[config.mk]
export PLATFORM = sky130hd
export DESIGN_NAME = dbg_bridge_top
export DESIGN_NICKNAME = d
export VERILOG_FILES = /design/src/source/dbg_bridge_pkg.sv /design/src/source/dbg_op_if.sv /design/src/source/dbg_bridge_top.sv /design/src/source/dbg_result_return.sv /design/src/source/dbg_bus_execute.sv /design/src/source/dbg_cmd_decode.sv /design/src/source/dbg_toggle_syncflop.sv
export SDC_FILE = /design/constraint.sdc
export NUM_CORES = 1
export LEC_CHECK = 0
export BUFFER_PORTS_ARGS = -buffer_cell sky130_fd_sc_hd__clkbuf_2
export CELL_PAD_IN_SITES_DETAIL_PLACEMENT = 1
export CELL_PAD_IN_SITES_GLOBAL_PLACEMENT = 2
export CORE_MARGIN = 2
export CORE_UTILIZATION = 30
export DETAILED_ROUTE_END_ITERATION = 6
export PLACE_DENSITY_LB_ADDON = 0.1
export SYNTH_ARGS = -nofsm -noshare
export SYNTH_HDL_FRONTEND = slang
export SYNTH_SLANG_ARGS = --single-unit
[constraint.sdc]
create_clock -name DEST_CLK -period 3.8 [get_ports DEST_CLK]
set_clock_uncertainty 0.05 [all_clocks]
set_input_delay 1.14 -clock DEST_CLK [delete_from_list [all_inputs] [get_ports DEST_CLK]]
set_output_delay 1.14 -clock DEST_CLK [all_outputs]
set_load 0.05 [all_outputs]
[src/source/dbg_bridge_pkg.sv]
// Debug bridge shared definitions
`default_nettype none

package dbg_bridge_pkg;

  //////////////////////////////////////////////////
  // Widths
  //////////////////////////////////////////////////

  localparam int ADDR_W = 32;
  localparam int DATA_W = 32;
  // One select bit per byte lane
  localparam int SEL_W  = DATA_W / 8;

  //////////////////////////////////////////////////
  // Host command encoding
  //////////////////////////////////////////////////

  // Codes 4 to 7 are reserved and rejected by decode
  typedef enum logic [2:0] {
    OP_RD32 = 3'd0,
    OP_WR32 = 3'd1,
    OP_RD8  = 3'd2,
    OP_WR8  = 3'd3
  } dbg_opcode_e;

  // Decoded operation as seen by the bus side
  typedef struct packed {
    logic              we;
    logic [SEL_W-1:0]  sel;
    // Word aligned bus address
    logic [ADDR_W-1:0] adr;
    // Write data already on the selected lane
    logic [DATA_W-1:0] wdat;
    logic              byte_op;
  } dbg_op_t;

endpackage

`default_nettype wire
[src/source/dbg_op_if.sv]
// Decode to execute to result link
`timescale 1ns/1ns
`default_nettype none

interface dbg_op_if import dbg_bridge_pkg::*; ();

  // Decode side
  logic              op_valid;
  dbg_op_t           op;
  logic              op_err;

  // Bus outcome from execute
  logic              bus_done;
  logic [DATA_W-1:0] bus_rdat;

  modport decode_mp (
    output op_valid, op, op_err
  );

  modport execute_mp (
    input  op_valid, op,
    output bus_done, bus_rdat
  );

  // Result only watches
  modport result_mp (
    input op_valid, op, op_err, bus_done, bus_rdat
  );

endinterface

`default_nettype wire

[src/source/dbg_bridge_top.sv]
// Debug bridge destination side
`timescale 1ns/1ns
`default_nettype none

module dbg_bridge_top import dbg_bridge_pkg::*; (
  input  logic              DEST_CLK,
  input  logic              RESET,
  // Host side
  input  logic              req_toggle,
  input  logic [2:0]        cmd_op,
  input  logic [ADDR_W-1:0] cmd_addr,
  input  logic [DATA_W-1:0] cmd_wdata,
  output logic              busy,
  output logic              done_toggle,
  output logic [DATA_W-1:0] rdata,
  output logic              err,
  // Wishbone side
  output logic              wb_cyc,
  output logic              wb_stb,
  output logic              wb_we,
  output logic [ADDR_W-1:0] wb_adr,
  output logic [SEL_W-1:0]  wb_sel,
  output logic [DATA_W-1:0] wb_dat_w,
  input  logic [DATA_W-1:0] wb_dat_r,
  input  logic              wb_ack
);

  logic detect;
  logic clear;

  dbg_op_if u_op_if ();

  //////////////////////////////////////////////////
  // Pipeline of the four stages
  //////////////////////////////////////////////////

  // busy is the pending flag itself
  dbg_toggle_syncflop u_sync (
    .DEST_CLK (DEST_CLK), .RESET (RESET), .toggle_in (req_toggle),
    .clear (clear), .detect (detect), .pending (busy)
  );

  dbg_cmd_decode u_decode (
    .DEST_CLK (DEST_CLK), .RESET (RESET), .detect (detect),
    .cmd_op (dbg_opcode_e'(cmd_op)), .cmd_addr (cmd_addr),
    .cmd_wdata (cmd_wdata), .op_bus (u_op_if.decode_mp)
  );

  dbg_bus_execute u_execute (
    .DEST_CLK (DEST_CLK), .RESET (RESET), .op_bus (u_op_if.execute_mp),
    .wb_cyc (wb_cyc), .wb_stb (wb_stb), .wb_we (wb_we), .wb_adr (wb_adr),
    .wb_sel (wb_sel), .wb_dat_w (wb_dat_w), .wb_dat_r (wb_dat_r), .wb_ack (wb_ack)
  );

  dbg_result_return u_result (
    .DEST_CLK (DEST_CLK), .RESET (RESET), .op_bus (u_op_if.result_mp),
    .clear (clear), .done_toggle (done_toggle), .rdata (rdata), .err (err)
  );

endmodule

`default_nettype wire

[src/source/dbg_result_return.sv]
// Result capture and done toggle
`timescale 1ns/1ns
`default_nettype none

module dbg_result_return import dbg_bridge_pkg::*; (
  input  logic              DEST_CLK,
  input  logic              RESET,
  dbg_op_if.result_mp       op_bus,
  output logic              clear,
  output logic              done_toggle,
  output logic [DATA_W-1:0] rdata,
  output logic              err
);

  logic             lat_we;
  logic             lat_byte;
  logic [SEL_W-1:0] lat_sel;
  logic [7:0]       lane_byte;

  // Context of the op in flight
  always_ff @(posedge DEST_CLK) begin
    if (op_bus.op_valid) begin
      lat_we   <= op_bus.op.we;
      lat_byte <= op_bus.op.byte_op;
      lat_sel  <= op_bus.op.sel;
    end
  end

  // Byte lane pick, sel is one-hot here
  always_comb begin
    case (lat_sel)
      4'b0001: lane_byte = op_bus.bus_rdat[7:0];
      4'b0010: lane_byte = op_bus.bus_rdat[15:8];
      4'b0100: lane_byte = op_bus.bus_rdat[23:16];
      4'b1000: lane_byte = op_bus.bus_rdat[31:24];
      default: lane_byte = 8'h00;
    endcase
  end

  //////////////////////////////////////////////////
  // Completion
  //////////////////////////////////////////////////

  always_ff @(posedge DEST_CLK or posedge RESET) begin
    if (RESET) begin
      clear       <= 1'b0;
      done_toggle <= 1'b0;
      err         <= 1'b0;
    end else begin
      clear <= op_bus.bus_done || op_bus.op_err;
      // One flip per finished command
      if (op_bus.bus_done || op_bus.op_err) done_toggle <= ~done_toggle;
      if (op_bus.bus_done) err <= 1'b0;
      else if (op_bus.op_err) err <= 1'b1;
    end
  end

  always_ff @(posedge DEST_CLK) begin
    if (op_bus.op_err || (op_bus.bus_done && lat_we)) rdata <= '0;
    else if (op_bus.bus_done && lat_byte) rdata <= DATA_W'(lane_byte);
    else if (op_bus.bus_done) rdata <= op_bus.bus_rdat;
  end

endmodule

`default_nettype wire

[src/source/dbg_bus_execute.sv]
// Single Wishbone access engine
`timescale 1ns/1ns
`default_nettype none

module dbg_bus_execute import dbg_bridge_pkg::*; (
  input  logic              DEST_CLK,
  input  logic              RESET,
  dbg_op_if.execute_mp      op_bus,
  output logic              wb_cyc,
  output logic              wb_stb,
  output logic              wb_we,
  output logic [ADDR_W-1:0] wb_adr,
  output logic [SEL_W-1:0]  wb_sel,
  output logic [DATA_W-1:0] wb_dat_w,
  input  logic [DATA_W-1:0] wb_dat_r,
  input  logic              wb_ack
);

  typedef enum logic {
    ST_IDLE,
    ST_ACTIVE
  } exec_state_e;

  exec_state_e state;

  // Cycle and strobe track the state directly
  assign wb_cyc = (state == ST_ACTIVE);
  assign wb_stb = (state == ST_ACTIVE);

  //////////////////////////////////////////////////
  // FSM and control
  //////////////////////////////////////////////////

  always_ff @(posedge DEST_CLK or posedge RESET) begin
    if (RESET) begin
      state           <= ST_IDLE;
      wb_we           <= 1'b0;
      op_bus.bus_done <= 1'b0;
    end else begin
      op_bus.bus_done <= 1'b0;
      case (state)
        ST_IDLE: begin
          if (op_bus.op_valid) begin
            state <= ST_ACTIVE;
            wb_we <= op_bus.op.we;
          end
        end
        ST_ACTIVE: begin
          // Wait states just stretch this state
          if (wb_ack) begin
            state           <= ST_IDLE;
            wb_we           <= 1'b0;
            op_bus.bus_done <= 1'b1;
          end
        end
        default: state <= ST_IDLE;
      endcase
    end
  end

  //////////////////////////////////////////////////
  // Bus payload
  //////////////////////////////////////////////////

  always_ff @(posedge DEST_CLK) begin
    if (state == ST_IDLE && op_bus.op_valid) begin
      wb_adr   <= op_bus.op.adr;
      wb_sel   <= op_bus.op.sel;
      wb_dat_w <= op_bus.op.wdat;
    end
    // Raw word kept for the lane pick in result
    if (state == ST_ACTIVE && wb_ack) op_bus.bus_rdat <= wb_dat_r;
  end

  // A new operation during an access would be dropped
  a_op_when_idle: assert property (@(posedge DEST_CLK) disable iff (RESET)
    op_bus.op_valid |-> !wb_cyc)
    else $error("new operation while a bus access is active");

endmodule

`default_nettype wire

[src/source/dbg_cmd_decode.sv]
// Host command decode and check
`timescale 1ns/1ns
`default_nettype none

module dbg_cmd_decode import dbg_bridge_pkg::*; (
  input  logic              DEST_CLK,
  input  logic              RESET,
  input  logic              detect,
  input  dbg_opcode_e       cmd_op,
  input  logic [ADDR_W-1:0] cmd_addr,
  input  logic [DATA_W-1:0] cmd_wdata,
  dbg_op_if.decode_mp       op_bus
);

  logic    op_known;
  logic    is_byte;
  logic    misaligned;
  dbg_op_t op_next;

  //////////////////////////////////////////////////
  // Command checks
  //////////////////////////////////////////////////

  assign op_known   = cmd_op inside {OP_RD32, OP_WR32, OP_RD8, OP_WR8};
  assign is_byte    = (cmd_op == OP_RD8) || (cmd_op == OP_WR8);
  // Only word accesses need alignment
  assign misaligned = !is_byte && (cmd_addr[1:0] != 2'b00);

  //////////////////////////////////////////////////
  // Operation build
  //////////////////////////////////////////////////

  always_comb begin
    op_next.we      = (cmd_op == OP_WR32) || (cmd_op == OP_WR8);
    op_next.adr     = {cmd_addr[ADDR_W-1:2], 2'b00};
    op_next.byte_op = is_byte;
    if (is_byte) begin
      // One lane from the low address bits
      op_next.sel  = SEL_W'(1) << cmd_addr[1:0];
      // Byte copied to every lane for sel to pick
      op_next.wdat = {SEL_W{cmd_wdata[7:0]}};
    end else begin
      op_next.sel  = '1;
      op_next.wdat = cmd_wdata;
    end
  end

  // Strobes
  always_ff @(posedge DEST_CLK or posedge RESET) begin
    if (RESET) begin
      op_bus.op_valid <= 1'b0;
      op_bus.op_err   <= 1'b0;
    end else begin
      op_bus.op_valid <= detect && op_known && !misaligned;
      op_bus.op_err   <= detect && (!op_known || misaligned);
    end
  end

  // Operation held until next request
  always_ff @(posedge DEST_CLK) begin
    if (detect) op_bus.op <= op_next;
  end

  // One strobe per request, needs a single-cycle detect
  a_single_strobe: assert property (@(posedge DEST_CLK) disable iff (RESET)
    (op_bus.op_valid || op_bus.op_err) |=> !(op_bus.op_valid || op_bus.op_err))
    else $error("decode strobe longer than one cycle");

endmodule

`default_nettype wire

[src/source/dbg_toggle_syncflop.sv]
// Toggle synchronizer with pending flag
`timescale 1ns/1ns
`default_nettype none

module dbg_toggle_syncflop (
  input  logic DEST_CLK,
  input  logic RESET,
  input  logic toggle_in,
  input  logic clear,
  output logic detect,
  output logic pending
);

  logic sync1;
  logic sync2;
  logic sync_prev;
  logic sr_flop;

  // Any change of the synced toggle is one request
  assign detect  = sync2 ^ sync_prev;
  // Flag visible in the detect cycle already
  assign pending = sr_flop | detect;

  // Two stage synchronizer plus history flop
  always_ff @(posedge DEST_CLK or posedge RESET) begin
    if (RESET) begin
      sync1     <= 1'b0;
      sync2     <= 1'b0;
      sync_prev <= 1'b0;
    end else begin
      sync1     <= toggle_in;
      sync2     <= sync1;
      sync_prev <= sync2;
    end
  end

  // Set on detect, clear wins
  always_ff @(posedge DEST_CLK or posedge RESET) begin
    if (RESET) sr_flop <= 1'b0;
    else if (clear) sr_flop <= 1'b0;
    else if (detect) sr_flop <= 1'b1;
  end

  // Host never toggles again before done returns
  a_clear_vs_detect: assert property (@(posedge DEST_CLK) disable iff (RESET)
    !(clear && detect))
    else $error("clear and detect high in the same cycle");

endmodule

`default_nettype wire

==> metrics.md, run 1 <==
| Metric | Value |
|---|---|
| Status | `completed` |
| Area leader, netlist | `edfxtp_1` |
| Crit path from | `u_sync.sync2` |
| Finish-stage setup viols | `0` |
| Critical Path Fanout Max | `4` |
| First-pass GRT wire length | `26,300 microns` |
| Crit path capture | `busy` |
| Arrival time worst endpoint | `~1.6 ns` |
| Synth warn | `0` |
| CP delay by family, top | `flip-flops` |
| Complex-gate fraction of the synthesized area | `3.92%` |
| TritonCTS clock tree | `built` |
| Reg2Reg Setup Slack | `~1.7 ns` |
| Most frequent cells in the layout | `206 x clkbuf_2, 172 x edfxtp_1, 65 x nand2_1, 33 x nor2_1, 32 x dfxtp_1` |
| Slowest-stage cell, CP | `dfrtp_1` |
| Initial antenna violation count | `0` |
| Clock Sinks | `216` |
| VDD IR-drop max | `0.293 mV` |
| Vias | `roughly 4.3k` |
| Share of cells above drive strength 1 | `38.9%` |
| DIE AREA | `about 0.025 sq mm` |
| Simple-gate share of the synthesized area | `under 10%` |
| Placement Rows | `56` |
| Final period util | `73.5%` |
| H-tree depth | `1` |
| Synth Cell Area | `0.00727 sq mm` |
| Largest net degree at the start of global routing | `61` |
| Total Routing Usage GR | `a little over an eighth` |
| Synth Area in Adders | `0%` |
| Number of port buffers | `206` |
| Core area | `0.0236 sq mm` |
| Setup TNS | `0 ns` |
| Worst EP required | `2.61 ns` |
| Vias per cell | `4.35` |
| Max-Cap Viols | `0` |
| Chip height | `roughly 160 microns` |
| CTS Root Buffer Type | `clkbuf_16` |
| WL/cell | `17.3 microns` |
| CTS max path bufs | `3` |
| Initial DRC count | `~220` |
| Routed wire length | `approximately 17,000 microns` |
| Setup Fix Bufs, Post-CTS | `0` |
| Vias in the first global route | `4,651` |
| CP Class | `reg -> out` |
| HP Class | `reg -> reg` |
| Crit Reg-Reg Startpoint | `u_execute.op_bus.bus_done` |
| Critical path's largest stage delay | `about 0.4 ns` |
| Leak | `3.78 nW` |
| Final Hold Viols | `0` |
| Synth Instances | `423` |
| Clock latency at the later pin of the worst-skew pair | `between 0.5 and 0.6 ns` |
| Stages on the worst setup path | `3` |
| Multiplexer share of the synthesized area | `3.44%` |
| Pwr/cell area | `677 mW/mm^2` |
| Hold_buf cts | `0` |
| RSZ-0062 raised after global routing | `no` |
| Synth area leaders | `edfxtp_1 71%, dfxtp_1 8.8%, dfrtp_1 4.1%` |
| Fin. max-slew vios | `0` |
| Ports | `between 200 and 250` |
| Sequential share of the synthesized area | `84.0%` |
| Routed Antenna Nets | `0` |
| Max Fclk | `0.358 GHz` |
| FF-to-FF path depth | `4` |
| Post-Syn Area per Cell | `17.2 sq um` |
| Pre-CTS setup slack | `1.35 ns` |
| Antenna diodes | `0` |
| Seq cells post-synth | `approximately 220` |
| Post-Synth XOR/XNOR Area | `0.241%` |
| Main combinational cell family by area after synthesis | `simple AND/OR/NAND/NOR gates` |
| Synth-to-Final Area Change | `29.7%` |
| Post-synth top area share | `71.0%` |
| Slew @ Worst Pin | `about 1 ns` |
| DR DRC count | `0` |
| Critical Path, Cell by Cell | `xnor2_1 > nand2b_1 > clkbuf_2` |
| DRT Pass-1 Iters | `4` |
| Final worst slack | `1.01 ns` |
| Buf/Inv on CP | `1` |
| Starting Density | `30.8%` |
| Rel. slew slack | `34.9%` |
| FF-to-FF End | `u_result.rdata[12]` |
| Seq. cell area | `approximately 0.0061 sq mm` |
| Worst Setup End Kind | `output pin` |
| Post-CTS resize count | `0` |
| Worst-path clk slew | `0.06 ns` |
| Routability Congestion | `a little under 0.8` |
| Footprint of the multi-input gates | `~0.0011 sq mm` |
| Final net count | `748` |
| Die Wd | `160 microns` |
| Fill cells | `2,485` |
| HPWL after DPL | `11,800 microns` |
| CTS buffer count | `25` |
| Crit path time final | `2.79 ns` |
| Synth cell types | `34` |
| Kind of start point of the critical path | `flip-flop` |
| Total gr overflow | `0` |
| Commonest non-fill, non-tap cell in the layout | `clkbuf_2` |
cell usage after synthesis:
cell type  count
nand3b_1       2
buf_4          5
a21o_1         1
a31oi_1        8
a21oi_1        3
nor4b_2        1
nor2_1        33
nand3_1        1
inv_1          4
nand2b_1       2
conb_1         1
and2_1         1
mux2i_1       25
xnor2_1        1
dfrtp_1       12
dfxtp_1       32
o21ai_0       10
a22oi_1        7
buf_1          1
or2_2          1
o41ai_4        1
nor2b_1        8
buf_2          9
o22ai_1        2
a21oi_2        1
a22o_1         2
clkbuf_1       1
edfxtp_1     172
a2bb2oi_1      5
xor2_1         1
nor3_1         2
nand2_1       65
and2_2         1
inv_2          2
layer usage:
layer | up-vias | routed length [microns] | part of all wire, % | track usage (%)
met4 | 0 | 363 | 2.1 | 4.55
met5 | - | 0 | 0 | 0
met2 | 146 | 8220 | 48 | 22.0
met1 | 2103 | 6970 | 41 | 16.0
met3 | 28 | 1450 | 8.5 | 4.78
li1 | 1996 | - | - | -
state kept, by name (all words and copies together), names as in the netlist, 4 cells and up:
| name | cells |
|---|---|
| u_execute.wb_adr | 30 |
| u_result.lat_sel | 4 |
| u_execute.op_bus.bus_rdat | 32 |
| u_execute.wb_sel | 4 |
| u_execute.wb_dat_w | 32 |
| u_decode.op_bus.op | 68 |
| u_result.rdata | 32 |
metrics by stage:
| stage | instance area (sq um) | std cells | hold WS, ns | power, mW | util (%) |
|---|---|---|---|---|---|
| 2_1_floorplan | 7280 | 424 | 0.281 | 3.88 | - |
| 3_3_place_gp | 8650 | 937 | 0.289 | 4.19 | 36.7 |
| 3_5_place_dp | 8650 | 937 | 0.298 | 4.22 | 36.7 |
| 4_1_cts | 9430 | 983 | 0.308 | 6.49 | 39.9 |
| 5_1_grt | 9430 | 983 | 0.315 | 6.68 | 39.9 |
| 6_report | 9430 | 983 | 0.302 | 6.38 | 39.9 |
cell families (layout without fill, tap and decap cells):
| family | after synthesis | after routing |
|---|---|---|
| flops | 216 | 216 |
| simple gates | 117 | 117 |
| compound gates | 40 | 40 |
| mux | 25 | 25 |
| buf+inv | 22 | 262 |
| xor+xnor | 2 | 2 |
| other cells | 1 | 2 |
worst reg2reg max path: stages, from the launching register on:
cell and delay (ns):
dfrtp_2 0.37, buf_4 0.51, nand2_1 0.16, nand2_1 0.75
nor2_1 0.14
how the worst min path moves through the flow:
stage	start	endpoint	cells after the start	slack [ns]
2_1_floorplan	u_sync.sync1	u_sync.sync2	0	0.28
3_3_place_gp	u_sync.sync1	u_sync.sync2	0	0.29
3_5_place_dp	u_sync.sync1	u_sync.sync2	0	0.30
4_1_cts	u_sync.sync1	u_sync.sync2	0	0.31
5_1_grt	u_sync.sync1	u_sync.sync2	0	0.32
6_report	u_sync.sync1	u_sync.sync2	0	0.30
where the power goes:
group          internal, mW  switching (mW)  leakage (nW)
registers              2.89           0.129          2.03
clock network          1.29           0.947         0.364
logic                 0.254           0.874          1.39
area by class of cell:
| cell class | instances | area share [%] |
|---|---|---|
| Clock buffer | 29 | 6.79 |
| Clock inverter | 17 | 1.41 |
| Inverter | 6 | 0.239 |
| Tap cell | 319 | 4.23 |
| Sequential cell | 216 | 64.8 |
| Timing Repair Buffer | 210 | 11.3 |
| Multi-Input combinational cell | 186 | 11.3 |
(Power assumes the default switching activity.)
==> run 2, diff against run 1 <==
--- a/config.mk
+++ b/config.mk
@@ -5,6 +5,7 @@
 export SDC_FILE = /design/constraint.sdc
 export NUM_CORES = 1
 export LEC_CHECK = 0
+export ABC_AREA = 1
 export BUFFER_PORTS_ARGS = -buffer_cell sky130_fd_sc_hd__clkbuf_2
 export CELL_PAD_IN_SITES_DETAIL_PLACEMENT = 1
 export CELL_PAD_IN_SITES_GLOBAL_PLACEMENT = 2
==> constraint.sdc (replaced) <==
create_clock -name DEST_CLK -period 2.6 [get_ports DEST_CLK]
set_clock_uncertainty 0.05 [all_clocks]
set_input_delay 0.78 -clock DEST_CLK [delete_from_list [all_inputs] [get_ports DEST_CLK]]
set_output_delay 0.78 -clock DEST_CLK [all_outputs]
set_load 0.05 [all_outputs]
==> metrics.md, run 2 <==
| Metric | Value |
|---|---|
| Area leader, netlist | `edfxtp_1` |
| HPWL after DPL | `12,600 microns (+6.2%)` |
| Critical Path Fanout Max | `2 (-2)` |
| Routability Congestion | `0.756 (-1.8%)` |
| Post-synth EDFFs | `172 (unchanged)` |
| Share of cells above drive strength 1 | `37.1% (-1.8 points)` |
| Total power draw | `8.33 mW (+30%)` |
| Routed Antenna Nets | `0 (unchanged)` |
| Leak | `3.83 nW (+1.3%)` |
| First-pass GRT wire length | `27,200 microns (+3.6%)` |
| Placement Rows | `57 (+1.8%)` |
| Finish-stage setup viols | `0 (unchanged)` |
| Kind of start point of the critical path | `flip-flop` |
| RSZ-0062 raised after global routing | `no` |
| Max-Cap Viols | `0 (unchanged)` |
| Rel. slew slack | `38.7% (+3.8 points)` |
| Routed wire length | `17,800 microns (+4.9%)` |
| Crit path time final | `2.46 ns` |
| Synth Instances | `487 (+15%)` |
| CP Class | `reg -> out` |
| Final net count | `813 (+8.7%)` |
| Top reg by flops | `u_decode.op_bus.op` |
| Worst Setup End Kind | `output pin` |
| Sequential share of the synthesized area | `82.8% (-1.2 points)` |
| Number of port buffers | `206 (unchanged)` |
| Hold_buf cts | `0 (unchanged)` |
| Synth-to-Final Area Change | `30.0%` |
| Vias per cell | `4.31 (-0.96%)` |
| DRT Pass-1 Iters | `4 (unchanged)` |
| Max Fclk | `0.406 GHz` |
| CTS max path bufs | `3 (unchanged)` |
| HP Class | `in -> async` |
| WL/cell | `17.0 microns (-1.7%)` |
| Synth Cell Area | `0.00737 sq mm (+1.4%)` |
| Main synth FF type | `edfxtp_1` |
| Most common library cells after synthesis | `172 x edfxtp_1, 100 x nand2_1, 39 x a21oi_1` |
| Antenna diodes | `0 (unchanged)` |
| H-tree depth | `1 (unchanged)` |
| Setup Fix Bufs, Post-CTS | `0 (unchanged)` |
| Vias | `4,516 (+5.7%)` |
| Initial DRC count | `151 (-32%)` |
| Most frequent cells in the layout | `206 x clkbuf_2, 172 x edfxtp_1, 100 x nand2_1, 39 x a21oi_1` |
| TritonCTS clock tree | `built` |
| Chip height | `161 microns (+0.69%)` |
| Status | `completed` |
| Ports | `209 (unchanged)` |
| Clock latency at the later pin of the worst-skew pair | `0.53 ns (+0.02 ns)` |
| Final hold slack | `0.191 ns (-0.112 ns)` |
| Core area | `0.0242 sq mm (+2.7%)` |
| Seq cells post-synth | `216 (unchanged)` |
| Post-synth top area share | `70.0% (-1.0 points)` |
| Arrival time worst endpoint | `1.63 ns (+0.03 ns)` |
| DR DRC count | `0 (unchanged)` |
| Max FFs per register | `68 (unchanged)` |
| Pwr/cell area | `868 mW/mm^2 (+28%)` |
| Post-CTS resize count | `0 (unchanged)` |
| Post-synthesis async set-or-reset flop share | `5.56% (unchanged)` |
| Largest net degree at the start of global routing | `70 (+15%)` |
| Commonest non-fill, non-tap cell in the layout | `clkbuf_2` |
| Most numerous cell in the Yosys netlist | `edfxtp_1` |
| Final instance area | `0.00959 sq mm (+1.7%)` |
| Vias in the first global route | `4,864 (+4.6%)` |
| Post-Syn Area per Cell | `15.1 sq um (-12%)` |
| Worst EP required | `1.77 ns (-0.84 ns)` |
| Clock Sinks | `216 (unchanged)` |
| DIE AREA | `0.0259 sq mm (+1.4%)` |
| VDD IR-drop max | `0.510 mV (+74%)` |
| Fin. max-slew vios | `0 (unchanged)` |
| Synth area leaders | `edfxtp_1 70%, dfxtp_1 8.7%, nand2_1 5.1%` |
| Worst-path clk slew | `0.06 ns (about the same)` |
| Slew @ Worst Pin | `0.919 ns (-0.0545 ns)` |
| Area of placed instances | `0.00880 sq mm (+1.6%)` |
| Starting Density | `30.4% (-0.38 points)` |
| Final period util | `about 95%` |
| Initial antenna violation count | `0 (unchanged)` |
| CTS Root Buffer Type | `clkbuf_16` |
| Total gr overflow | `0 (unchanged)` |
| Synth warn | `0 (unchanged)` |
| CTS buffer count | `24 (-4.0%)` |
| Total Routing Usage GR | `13.5% (+0.27 points)` |
| Final Hold Viols | `0 (unchanged)` |
| Synth cell types | `26 (-24%)` |
| Die Wd | `161 microns (+0.69%)` |
[run 2: cell types whose count changed after synthesis, moves of 8 or more]
cell | previous run | this run
nand2_1 | 65 | 100
nor2b_1 | 8 | 0
a21oi_1 | 3 | 39
o21ai_1 | 0 | 18
mux2i_1 | 25 | 0
a31oi_1 | 8 | 0
nand3_1 | 1 | 32
inv_1 | 4 | 14
nor2_1 | 33 | 8
[run 2: through the flow]
step	setup slack [ns]	utilization, %	std cells	setup TNS, ns
finish	0.139	39.6	1049	0
global route	0.0657	39.6	1049	0
CTS	0.111	39.6	1049	0
detailed placement	0.574	36.3	1008	0
global placement	0.686	36.3	1008	0
floorplan	-0.409	-	488	-0.409
[run 2: kinds of logic after synthesis]
family | after synthesis | synth area share (%)
AO/OA/AOI/OAI | 74 | 5.17
XOR/XNOR | 2 | 0.238
buffers and inverters | 38 | 2.39
flip-flops | 216 | 82.8
other | 1 | 0.0509
AND/OR/NAND/NOR | 156 | 9.35
[run 2: critical path, cell delays in order, from the launching register on]
cell,delay (ns)
dfrtp_1,0.43
xor2_4,0.20
or2_1,0.23
clkbuf_2,0.25
[run 2: power by group]
part,internal [mW],total [mW],switching (mW)
clock,2.03,3.39,1.36
combinational,0.193,0.827,0.634
sequential,4.01,4.11,0.101
total,6.24,8.33,2.09
[run 2: final cells by class]
type / count / area, sq um
fillers: 2609 / 14700
flip-flops and latches: 216 / 6110
multi-input cells: 234 / 1110
repair buffers: 215 / 1100
clock buffers: 30 / 633
well taps: 324 / 405
clock inverters: 11 / 161
inverters: 19 / 71.3
[run 2: metal layers]
metal / share of wire, % / vias up / routed length, microns / global-route usage [%]
met1: 40 / 2177 / 7210 / 16.5
met2: 49 / 146 / 8730 / 23.0
met4: 2.0 / 0 / 348 / 3.21
met5: 0 / - / 0 / 0
met3: 8.7 / 25 / 1560 / 4.91
li1: - / 2168 / - / -
[run 2: path summary, 6_finish.rpt]
check	startpoint	to	slack, ns	cells past startpoint
worst min register to register	u_sync.sync1	u_sync.sync2	0.32	0
max in group asynchronous	RESET	u_result.done_toggle	1.96	2
worst max register to register	u_sync.sync_prev	u_decode.op_bus.op_valid	0.77	4
worst min-delay path	RESET	u_decode.op_bus.op_valid	0.19	2
worst max-delay path	u_sync.sync_prev	busy	0.14	3
min in group DEST_CLK	req_toggle	u_sync.sync1	0.31	1
==> run 3, diff against run 2 <==
--- a/config.mk
+++ b/config.mk
@@ -9,7 +9,6 @@
 export BUFFER_PORTS_ARGS = -buffer_cell sky130_fd_sc_hd__clkbuf_2
 export CELL_PAD_IN_SITES_DETAIL_PLACEMENT = 1
 export CELL_PAD_IN_SITES_GLOBAL_PLACEMENT = 2
-export CORE_MARGIN = 2
 export CORE_UTILIZATION = 30
 export DETAILED_ROUTE_END_ITERATION = 6
 export PLACE_DENSITY_LB_ADDON = 0.1
==> metrics.md, run 3 (synthesis results as in run 2) <==
| Metric | Value |
|---|---|
| Status | `completed` |
| Final net count | `811 (-0.25%)` |
| Total Routing Usage GR | `13.7% (+0.17 points)` |
| Footprint of the multi-input gates | `0.00111 sq mm (unchanged)` |
| Routed wire length | `17,400 microns (-2.7%)` |
| Synth-to-Final Area Change | `29.9%` |
| Worst EP required | `1.77 ns (about the same)` |
| Max Fclk | `0.414 GHz (+1.9%)` |
| Setup Fix Bufs, Post-CTS | `0 (unchanged)` |
| Setup TNS | `0 ns (unchanged)` |
| Hold_buf cts | `0 (unchanged)` |
| VDD IR-drop max | `0.415 mV (-19%)` |
| Initial antenna violation count | `1 (+1)` |
| Critical Path Fanout Max | `2 (unchanged)` |
| Fin. max-slew vios | `0 (unchanged)` |
| Antenna diodes | `0 (unchanged)` |
| CP Class | `reg -> out` |
| Clock Sinks | `216 (unchanged)` |
| Max FFs per register | `68 (unchanged)` |
| Finish-stage setup viols | `0 (unchanged)` |
| Seq. cell area | `0.00611 sq mm (unchanged)` |
| Top reg by flops | `u_decode.op_bus.op` |
| Utilization after layout | `39.5% (-0.052 points)` |
| Final period util | `92.9% (-1.7 points)` |
| DR DRC count | `0 (unchanged)` |
| RSZ-0062 raised after global routing | `no` |
| Worst Setup End Kind | `output pin` |
| Placement Rows | `57 (unchanged)` |
| Ports | `209 (unchanged)` |
| CTS max path bufs | `3 (unchanged)` |
| Reg2Reg Setup Slack | `0.80 ns (+0.03 ns)` |
| Die Wd | `159 microns (-1.2%)` |
| Leak | `3.83 nW (about the same)` |
| Arrival time worst endpoint | `1.59 ns (-0.04 ns)` |
| Clock latency at the later pin of the worst-skew pair | `0.50 ns (-0.03 ns)` |
| HP Class | `in -> async` |
| DRT Pass-1 Iters | `4 (unchanged)` |
| Vias | `4,520 (+0.089%)` |
| Crit path time final | `2.42 ns (-0.0455 ns)` |
| Routed Antenna Nets | `0 (unchanged)` |
| Number of port buffers | `206 (unchanged)` |
| CTS Root Buffer Type | `clkbuf_16` |
| DIE AREA | `0.0252 sq mm (-2.5%)` |
| Initial DRC count | `209 (+38%)` |
| Vias per cell | `4.31 (+0.18%)` |
| Final Hold Viols | `0 (unchanged)` |
| Share of cells above drive strength 1 | `37.0% (-0.087 points)` |
| Chip height | `159 microns (-1.2%)` |
| First-pass GRT wire length | `26,800 microns (-1.5%)` |
| Worst-path clk slew | `0.05 ns (about the same)` |
| Kind of start point of the critical path | `flip-flop` |
| Starting Density | `30.4% (unchanged)` |
| Core area | `0.0242 sq mm (unchanged)` |
| Vias in the first global route | `4,864 (unchanged)` |
| Fill cells | `2,585 (-0.92%)` |
| Largest net degree at the start of global routing | `70 (unchanged)` |
| WL/cell | `16.6 microns (-2.6%)` |
| Slew @ Worst Pin | `0.927 ns (+0.00753 ns)` |
| TritonCTS clock tree | `built` |
| Most frequent cells in the layout | `206 x clkbuf_2, 172 x edfxtp_1, 100 x nand2_1, 39 x a21oi_1` |
| Post-CTS resize count | `0 (unchanged)` |
| CTS buffer count | `25 (+4.2%)` |
| Routability Congestion | `0.752 (-0.53%)` |
| Commonest non-fill, non-tap cell in the layout | `clkbuf_2` |
| HPWL after DPL | `12,000 microns (-4.3%)` |
| Total gr overflow | `0 (unchanged)` |
| Pwr/cell area | `863 mW/mm^2 (-0.56%)` |
| Max-Cap Viols | `0 (unchanged)` |
| Rel. slew slack | `38.2% (-0.50 points)` |
| H-tree depth | `1 (unchanged)` |
-- run 3: cell count changes in the layout (fill, tap and decap cells not counted), sizes merged --
cell | before | now
buf | 9 | 6
clkbuf | 236 | 238
clkinv | 8 | 9
inv | 19 | 20
bufinv | 3 | 1
-- run 3: per-stage QoR --
step / instance area, sq um / hold WS [ns] / setup slack, ns / cells / total power, mW
floorplan: 7400 / 0.281 / -0.409 / 488 / 4.73
finish: 9580 / 0.222 / 0.185 / 1048 / 8.27
detailed placement: 8790 / 0.287 / 0.405 / 1005 / 5.02
global placement: 8790 / 0.283 / 0.491 / 1005 / 5.00
CTS: 9580 / 0.222 / 0.155 / 1048 / 8.41
global route: 9580 / 0.248 / 0.130 / 1048 / 8.61
-- run 3: layout make-up --
cell class / count / area share [%]
clock buffer: 32 / 7.46
clock inverter: 11 / 0.810
inverter: 19 / 0.745
multi-input combinational: 234 / 11.6
sequential: 216 / 63.7
tap: 324 / 4.23
timing repair buffer: 212 / 11.4
-- run 3: worst paths after layout --
| check | start | end | cells after the start |
|---|---|---|---|
| min in group DEST_CLK | u_sync.sync1 | u_sync.sync2 | 0 |
| hold / removal | RESET | u_sync.sync_prev | 2 |
| setup reg to reg | u_sync.sync_prev | u_decode.op_bus.op[12] | 2 |
| hold reg to reg | u_sync.sync1 | u_sync.sync2 | 0 |
| setup / recovery | u_sync.sync_prev | busy | 3 |
| max in group asynchronous | RESET | u_execute.wb_we | 2 |
-- run 3: critical path, cell delays in order, from the launching register on --
cell,delay (ns)
dfrtp_1,0.42
xor2_4,0.19
or2_1,0.23
clkbuf_2,0.24
-- run 3: power by group --
group | leakage, nW | switching [mW] | total (mW) | internal [mW]
combinational | 1.41 | 0.631 | 0.823 | 0.192
sequential | 2.02 | 0.101 | 4.11 | 4.01
clock | 0.397 | 1.31 | 3.33 | 2.02
total | 3.83 | 2.04 | 8.27 | 6.23
-- run 3: layer usage --
layer / track usage, % / up-vias / wire (microns)
met4: 3.49 / 2 / 244
met5: 0 / - / 13
met1: 16.3 / 2174 / 7060
li1: - / 2174 / -
met3: 4.70 / 26 / 1390
met2: 23.6 / 144 / 8650
